File: config.mk
export PLATFORM = sky130hd
export DESIGN_NAME = acsDetector
export DESIGN_NICKNAME = d
export VERILOG_FILES = /design/src/source/detectorPkg.sv /design/src/source/detectorControl.sv /design/src/source/pointSetup.sv /design/src/source/acsOp.sv /design/src/source/acsStage.sv /design/src/source/acsDetector.sv
export SDC_FILE = /design/constraint.sdc
export NUM_CORES = 2
export LEC_CHECK = 0
export ABC_AREA = 1
export BUFFER_PORTS_ARGS = -buffer_cell sky130_fd_sc_hd__buf_2
export CORE_MARGIN = 2
export CORE_UTILIZATION = 30
export DETAILED_ROUTE_END_ITERATION = 6
export PLACE_DENSITY_LB_ADDON = 0.3
export SLEW_MARGIN = 20
export SYNTH_ARGS = -nofsm -noshare
export SYNTH_HDL_FRONTEND = slang
export SYNTH_SLANG_ARGS = --single-unit
File: constraint.sdc
create_clock -name clk -period 10.7 [get_ports clk]
set_clock_uncertainty 0.15 [all_clocks]
set_input_delay 0 -clock clk [delete_from_list [all_inputs] [get_ports clk]]
set_output_delay 0 -clock clk [all_outputs]
set_load 0.02 [all_outputs]
File: src/source/detectorPkg.sv
`default_nettype none

package detectorPkg;

    // --------------------
    // datapath widths
    // --------------------
    localparam int sampleWidth = 18;  // signed re/im parts and table entries
    localparam int metricWidth = 18;  // unsigned path metrics
    localparam logic [metricWidth-1:0] metricMax = '1;

    localparam int numPoints = 16;
    typedef logic [3:0] pointIndex;

    // products in pointSetup are scaled down by this
    localparam int setupShift = 2;

    // maps 2 index bits to a 16-QAM level
    function automatic logic signed [2:0] qamLevel(input logic [1:0] bits);
        case (bits)
            2'b00:   qamLevel = -3'sd3;
            2'b01:   qamLevel = -3'sd1;
            2'b10:   qamLevel = 3'sd1;
            default: qamLevel = 3'sd3;
        endcase
    endfunction

endpackage

`default_nettype wire

File: src/source/detectorControl.sv
`timescale 1ns/1ps
`default_nettype none

module detectorControl (
    input  logic clk,
    input  logic reset,
    input  logic clkEn,
    input  logic frameStart,
    input  logic blockValid,
    input  logic stageSetupComplete,
    input  logic startNextStage,
    output logic startFrame,
    output logic startBlock,
    output logic startStage,
    output logic frameReady,
    output logic stageActive
);

    localparam logic [1:0] stIdle  = 2'd0;
    localparam logic [1:0] stSetup = 2'd1;
    localparam logic [1:0] stReady = 2'd2;
    localparam logic [1:0] stStage = 2'd3;

    logic [1:0] state;
    logic       blockGo;

    // frame start only counts while enabled
    assign startFrame = frameStart & clkEn;

    // --------------------
    // sequencing FSM
    // --------------------
    always_ff @(posedge clk) begin
        if (reset) begin
            state   <= stIdle;
            blockGo <= 1'b0;
        end else begin
            blockGo <= 1'b0;
            if (startFrame) begin
                state <= stSetup;  // restart from anywhere
            end else begin
                case (state)
                    stSetup: begin
                        if (stageSetupComplete)
                            state <= stReady;
                    end
                    stReady: begin
                        if (blockValid) begin
                            state   <= stStage;
                            blockGo <= 1'b1;
                        end
                    end
                    stStage: begin
                        if (startNextStage)
                            state <= stReady;
                    end
                    default: state <= stIdle;  // wait for a frame
                endcase
            end
        end
    end

    // block and stage start as one pulse pair
    assign startBlock  = blockGo;
    assign startStage  = blockGo;

    assign frameReady  = (state == stReady);
    assign stageActive = (state == stStage);

endmodule

`default_nettype wire

File: src/source/pointSetup.sv
`timescale 1ns/1ps
`default_nettype none

module pointSetup import detectorPkg::*; (
    input  logic                          clk,
    input  logic                          reset,
    input  logic                          startFrame,
    input  logic signed [sampleWidth-1:0] chanReal,
    input  logic signed [sampleWidth-1:0] chanImag,
    output logic                          setupOutputValid,
    output logic                          stageSetupComplete,
    output logic signed [sampleWidth-1:0] setupReal,
    output logic signed [sampleWidth-1:0] setupImag
);

    localparam int prodWidth = sampleWidth + 4;  // 3-bit level times gain, plus sum

    logic signed [sampleWidth-1:0] gainReal;
    logic signed [sampleWidth-1:0] gainImag;
    pointIndex                     pointCnt;
    logic                          running;
    logic                          lastPoint;
    logic signed [2:0]             levelI;
    logic signed [2:0]             levelQ;
    logic signed [prodWidth-1:0]   prodReal;
    logic signed [prodWidth-1:0]   prodImag;

    always_ff @(posedge clk) begin
        if (startFrame) begin
            gainReal <= chanReal;
            gainImag <= chanImag;
        end
    end

    // --------------------
    // point walk
    // --------------------
    always_ff @(posedge clk) begin
        if (reset) begin
            running  <= 1'b0;
            pointCnt <= '0;
        end else if (startFrame) begin
            running  <= 1'b1;
            pointCnt <= '0;
        end else if (running) begin
            pointCnt <= pointCnt + 4'd1;
            if (pointCnt == pointIndex'(numPoints - 1))
                running <= 1'b0;
        end
    end

    assign levelI = qamLevel(pointCnt[3:2]);
    assign levelQ = qamLevel(pointCnt[1:0]);

    // complex level times gain, then scaled
    assign prodReal = (levelI * gainReal - levelQ * gainImag) >>> setupShift;
    assign prodImag = (levelI * gainImag + levelQ * gainReal) >>> setupShift;

    // a restart drops anything still in flight
    always_ff @(posedge clk) begin
        if (reset) begin
            setupOutputValid   <= 1'b0;
            lastPoint          <= 1'b0;
            stageSetupComplete <= 1'b0;
        end else begin
            setupOutputValid   <= running & ~startFrame;
            lastPoint          <= running & ~startFrame
                                  & (pointCnt == pointIndex'(numPoints - 1));
            stageSetupComplete <= lastPoint & ~startFrame;
        end
    end

    always_ff @(posedge clk) begin
        setupReal <= prodReal[sampleWidth-1:0];  // truncate
        setupImag <= prodImag[sampleWidth-1:0];
    end

endmodule

`default_nettype wire

File: src/source/acsOp.sv
`timescale 1ns/1ps
`default_nettype none

module acsOp import detectorPkg::*; #(
    parameter int metricShift = 16
) (
    input  logic                          clk,
    input  logic                          reset,
    input  logic signed [sampleWidth-1:0] yReal,
    input  logic signed [sampleWidth-1:0] yImag,
    input  logic signed [sampleWidth-1:0] sReal,
    input  logic signed [sampleWidth-1:0] sImag,
    input  logic                          accMetricInEn,
    input  logic        [metricWidth-1:0] accMetricIn,
    output logic                          accMetricOutEn,
    output logic        [metricWidth-1:0] accMetricOut
);

    localparam int sqWidth  = 2 * sampleWidth + 2;
    localparam int sumWidth = sqWidth + 1;

    logic signed [sampleWidth:0]   diffReal;
    logic signed [sampleWidth:0]   diffImag;
    logic        [sqWidth-1:0]     sqReal;
    logic        [sqWidth-1:0]     sqImag;
    logic        [metricWidth-1:0] metricDly;
    logic                          enDly;
    logic        [sumWidth-1:0]    distSum;
    logic        [sumWidth-1:0]    distScaled;
    logic        [sumWidth:0]      total;

    assign diffReal = yReal - sReal;
    assign diffImag = yImag - sImag;

    // --------------------
    // stage 1
    // --------------------
    always_ff @(posedge clk) begin
        sqReal    <= diffReal * diffReal;
        sqImag    <= diffImag * diffImag;
        metricDly <= accMetricIn;
    end

    // --------------------
    // stage 2
    // --------------------
    assign distSum    = sqReal + sqImag;
    assign distScaled = distSum >> metricShift;
    assign total      = distScaled + metricDly;

    always_ff @(posedge clk) begin
        accMetricOut <= (total > metricMax) ? metricMax : total[metricWidth-1:0];  // saturate
    end

    always_ff @(posedge clk) begin
        if (reset) begin
            enDly          <= 1'b0;
            accMetricOutEn <= 1'b0;
        end else begin
            enDly          <= accMetricInEn;
            accMetricOutEn <= enDly;
        end
    end

endmodule

`default_nettype wire

File: src/source/acsStage.sv
`timescale 1ns/1ps
`default_nettype none

module acsStage import detectorPkg::*; #(
    parameter int metricShift = 16
) (
    input  logic                          clk,
    input  logic                          reset,
    input  logic                          clkEn,
    input  logic                          startFrame,
    input  logic                          startBlock,
    input  logic                          startStage,
    input  logic signed [sampleWidth-1:0] sampleReal,
    input  logic signed [sampleWidth-1:0] sampleImag,
    input  logic                          accMetricInEn,
    input  logic        [metricWidth-1:0] accMetricIn,
    input  logic                          setupOutputValid,
    input  logic signed [sampleWidth-1:0] setupReal,
    input  logic signed [sampleWidth-1:0] setupImag,
    output logic                          metricOutEn,
    output logic        [metricWidth-1:0] accMetricOut,
    output logic                          startNextStage
);

    logic signed [sampleWidth-1:0] tableReal [numPoints];
    logic signed [sampleWidth-1:0] tableImag [numPoints];
    logic signed [sampleWidth-1:0] blockReal;
    logic signed [sampleWidth-1:0] blockImag;
    pointIndex                     wrAddr;
    pointIndex                     metricAddr;
    logic                          running;

    // --------------------
    // point table
    // --------------------
    always_ff @(posedge clk) begin
        if (reset || startFrame) begin
            wrAddr <= '0;
        end else if (setupOutputValid) begin
            wrAddr <= wrAddr + 4'd1;
        end
    end

    always_ff @(posedge clk) begin
        if (setupOutputValid && !startFrame) begin
            tableReal[wrAddr] <= setupReal;
            tableImag[wrAddr] <= setupImag;
        end
    end

    always_ff @(posedge clk) begin
        if (clkEn && startBlock) begin
            blockReal <= sampleReal;
            blockImag <= sampleImag;
        end
    end

    // metric address and end of stage
    always_ff @(posedge clk) begin
        if (reset || startFrame) begin
            metricAddr     <= '0;
            running        <= 1'b0;
            startNextStage <= 1'b0;
        end else if (startStage) begin
            metricAddr     <= '0;
            running        <= 1'b1;
            startNextStage <= 1'b0;
        end else begin
            startNextStage <= 1'b0;
            if (accMetricInEn) begin
                metricAddr <= metricAddr + 4'd1;
                if (running && metricAddr == pointIndex'(numPoints - 1)) begin
                    running        <= 1'b0;
                    startNextStage <= 1'b1;  // not delayed by acsOp
                end
            end
        end
    end

    acsOp #(
        .metricShift(metricShift)
    ) acs_i (
        .clk           (clk),
        .reset         (reset | startFrame),
        .yReal         (tableReal[metricAddr]),
        .yImag         (tableImag[metricAddr]),
        .sReal         (blockReal),
        .sImag         (blockImag),
        .accMetricInEn (accMetricInEn),
        .accMetricIn   (accMetricIn),
        .accMetricOutEn(metricOutEn),
        .accMetricOut  (accMetricOut)
    );

endmodule

`default_nettype wire

File: src/source/acsDetector.sv
`timescale 1ns/1ps
`default_nettype none

module acsDetector import detectorPkg::*; #(
    parameter int metricShift = 16
) (
    input  logic                          clk,
    input  logic                          reset,
    input  logic                          clkEn,
    input  logic                          frameStart,
    input  logic signed [sampleWidth-1:0] chanReal,
    input  logic signed [sampleWidth-1:0] chanImag,
    input  logic                          blockValid,
    input  logic signed [sampleWidth-1:0] sampleReal,
    input  logic signed [sampleWidth-1:0] sampleImag,
    input  logic                          accMetricInEn,
    input  logic        [metricWidth-1:0] accMetricIn,
    output logic                          frameReady,
    output logic                          stageActive,
    output logic                          metricOutEn,
    output logic        [metricWidth-1:0] accMetricOut,
    output logic                          startNextStage
);

    logic                          startFrame;
    logic                          startBlock;
    logic                          startStage;
    logic                          stageSetupComplete;
    logic                          setupOutputValid;
    logic signed [sampleWidth-1:0] setupReal;
    logic signed [sampleWidth-1:0] setupImag;

    detectorControl control_i (
        .clk(clk), .reset(reset), .clkEn(clkEn),
        .frameStart(frameStart), .blockValid(blockValid),
        .stageSetupComplete(stageSetupComplete), .startNextStage(startNextStage),
        .startFrame(startFrame), .startBlock(startBlock), .startStage(startStage),
        .frameReady(frameReady), .stageActive(stageActive)
    );

    pointSetup setup_i (
        .clk(clk), .reset(reset), .startFrame(startFrame),
        .chanReal(chanReal), .chanImag(chanImag),
        .setupOutputValid(setupOutputValid), .stageSetupComplete(stageSetupComplete),
        .setupReal(setupReal), .setupImag(setupImag)
    );

    acsStage #(.metricShift(metricShift)) stage_i (
        .clk(clk), .reset(reset), .clkEn(clkEn),
        .startFrame(startFrame), .startBlock(startBlock), .startStage(startStage),
        .sampleReal(sampleReal), .sampleImag(sampleImag),
        .accMetricInEn(accMetricInEn), .accMetricIn(accMetricIn),
        .setupOutputValid(setupOutputValid), .setupReal(setupReal), .setupImag(setupImag),
        .metricOutEn(metricOutEn), .accMetricOut(accMetricOut),
        .startNextStage(startNextStage)
    );

endmodule

`default_nettype wire

==> results.py <==
metrics = {
    "synthesis": {
        "synth_area_leaders": "edfxtp_1 (30%), fa_1 (25%), ha_1 (8.3%), inv_1 (7.9%), dfxtp_1 (5.3%)",
        "syn_area_um2": 65000,
        "synthAdderAreaFrac_pct": 33.1,
        "async_flop_share_pct": 0,
        "ys_types": 62,
        "synth_compound_area_share_pct": 8.16,
        "synth_top_area_share_pct": 29.9,
        "syn_inst": 6334,
        "synthXorXnorAreaFrac_pct": 2.92,
        "ys_seq_area_share_pct": 35.2,
        "ys.flop_type": "edfxtp_1",
        "synth_edf_count": 648,
        "synth_top_family_by_area": "adder cells",
        "yosysTopAreaCell": "edfxtp_1",
        "ys_seq_elements": 819,
        "synth_mux_area_share_pct": 2.22,
        "syn_area_per_cell_um2": 10.3,
        "ys_warn_count": 0,
        "synth-simple-area-share_pct": 9.14,
    },
    "grt": {
        "grt_usage_pct": 15.2,
        "grt_pass1_wl_mm": 264,
        "antenna_found_initial": 2,
        "grt_pass1_vias": 46600,
        "grt_start_max_net_pins": 92,
        "grt_overflow": 0,
    },
    "clock_tree": {
        "clk_path_buf_depth": 3,
        "cts_tree": "yes",
        "cts.clk_slew.worst_paths_ns": 0.06,
        "cts_root_buffer": "clkbuf_16",
        "clock_sinks": 819,
        "numCtsBuffers": 89,
        "htreeDepth": 3,
        "clk_latency_ns": 0.73,
    },
    "worst_hold_path": {
        "holdPathStages": 2,
        "hp-start": "sampleReal[16]",
        "hold_end": "stage_i.blockReal[16]",
        "min_path_type": "in2reg",
    },
    "worst_setup_path": {
        "cp_max_fo": 68,
        "cp_slowest_cell": "dfxtp_4",
        "r2r_end": "stage_i.acs_i.sqReal[37]",
        "crit_required_ns": 11.17,
        "endpoint_kind": "register",
        "critPathKind": "reg2reg",
        "critPathMaxStageDelay_ns": 0.65,
        "crit_path_start_kind": "register",
        "cp_top_family": "adder cells",
        "regToRegSetupSlack_ns": 0.60,
        "crit_buf_inv": 9,
        "worstPathArrival_ns": 10.56,
        "r2r_cells": 38,
    },
    "routing": {
        "drc": 0,
        "first_iter_violations": 2767,
        "postRouteWirelength_mm": 167,
        "viasPerCell": 4.57,
        "vias": 43800,
        "routedWlPerCell_um": 17.4,
        "ant_nets": 0,
        "first_pass_iters": 5,
    },
    "die": {
        "ios": 118,
        "rows": 170,
        "start_util_pct": 30.2,
        "dieArea_um2": 221000,
        "fp.dieW_um": 470,
        "core_um2": 215000,
        "die_h_um": 470,
    },
    "sta": {
        "max_freq_mhz": 99.0,
        "final_hold_viol_count": 0,
        "rsz0062_at_grt": "no",
        "report.final.slew_viol_count": 0,
        "fin_hold_ws_ns": 0.0579,
        "worstMarginPinSlew_ns": 1.02,
        "slew_headroom_pct": 31.7,
        "layout_min_cycle_time_ns": 10.10,
        "period_share_pct": 94.4,
        "setup_viol": 0,
        "tns_ns": 0,
    },
    "final_layout": {
        "area_growth_pct": 14.3,
        "fin_nets": 7987,
        "fill_cells": 21700,
        "drive_gt1_share_pct": 7.64,
        "layout_commonest_cell": "inv_1",
        "final_util_pct": 34.6,
        "final_cell_mix": "inv_1 (1374), fa_1 (804), nand2_1 (699)",
    },
    "status": {
        "outcome": "finished clean",
    },
    "placement": {
        "io_buffers": 117,
        "place.detailed.hpwl_mm": 121,
        "place.gp.congestion": 0.887,
    },
    "run": {
        "drv_cap": 0,
    },
}
## worst register-to-register path: cells and delay by family, from the launching register on
family | cells | cell delay [ns]
compound gates | 5 | 1.23
simple gates | 12 | 1.44
flops | 1 | 0.65
xor+xnor | 2 | 0.66
fa+ha+maj | 10 | 4.56
buf+inv | 9 | 1.35
## worst max path at each step
stage / end / startpoint / cells after the start / slack (ns)
final: stage_i.acs_i.sqReal[37] / register / 38 / 0.60
after global placement: stage_i.acs_i.sqImag[29] / register / 39 / 0.38
after CTS: stage_i.acs_i.sqImag[29] / register / 40 / 0.35
after floorplan: stage_i.acs_i.sqImag[31] / register / 48 / 1.91
after detailed placement: stage_i.acs_i.sqImag[29] / register / 39 / 0.40
after global routing: stage_i.acs_i.sqReal[37] / register / 41 / 0.02
## logic make-up after synthesis
kind of cell    after synthesis
mux                         144
other cells                   1
flops                       819
buf+inv                    1594
simple gates               1408
fa+ha+maj                  1236
compound gates              930
xor+xnor                    202
## what timing repair did
item | in CTS | in global routing
setup buffers | 0 | 2
hold buffers | 189 | 0
hold endpoints to repair | 117 | 0
setup endpoints to repair | 0 | 20
resized for setup | 0 | 5
## Yosys cell counts (120+ instances only)
| cell | count |
|---|---|
| nor2_1 | 438 |
| xor2_1 | 120 |
| mux2i_1 | 144 |
| nand3_1 | 120 |
| nand2_1 | 699 |
| ha_1 | 432 |
| dfxtp_1 | 171 |
| a21oi_1 | 384 |
| o211ai_1 | 149 |
| fa_1 | 804 |
| inv_1 | 1376 |
| o21ai_0 | 284 |
| edfxtp_1 | 648 |
## area by class of cell
type	instances	area (µm²)	share of cell area, %
tap	2838	3550	4.78
multi-input combinational	3922	36200	48.7
antenna	1	2.50	0.00337
clock inverter	55	659	0.887
inverter	1428	5370	7.22
sequential	819	22900	30.8
timing repair buffer	395	3280	4.41
clock buffer	110	2380	3.20
## registers in the layout, indices dropped and copies added (netlist names), 36 cells and up, named ones only
signal / flops
stage_i.tableReal: 288
stage_i.acs_i.sqImag: 36
stage_i.acs_i.sqReal: 36
stage_i.tableImag: 288
## metrics by stage
step,area (µm²),setup slack (ns),cells
detailed placement,69300,0.402,9211
global placement,69300,0.379,9211
floorplan,65100,1.91,6335
finish,74300,0.603,9568
global route,74300,0.0230,9567
CTS,74300,0.354,9565
## metal layers
metal	up-vias	part of all wire [%]	track usage, %
li1	20800	-	-
met4	0	2.0	3.15
met2	890	48	26.2
met5	-	0	0
met1	21800	45	20.5
met3	195	4.1	1.78
Power is not shown: default switching activity piles up to over one toggle a cycle in this logic, so the estimate is an artifact.
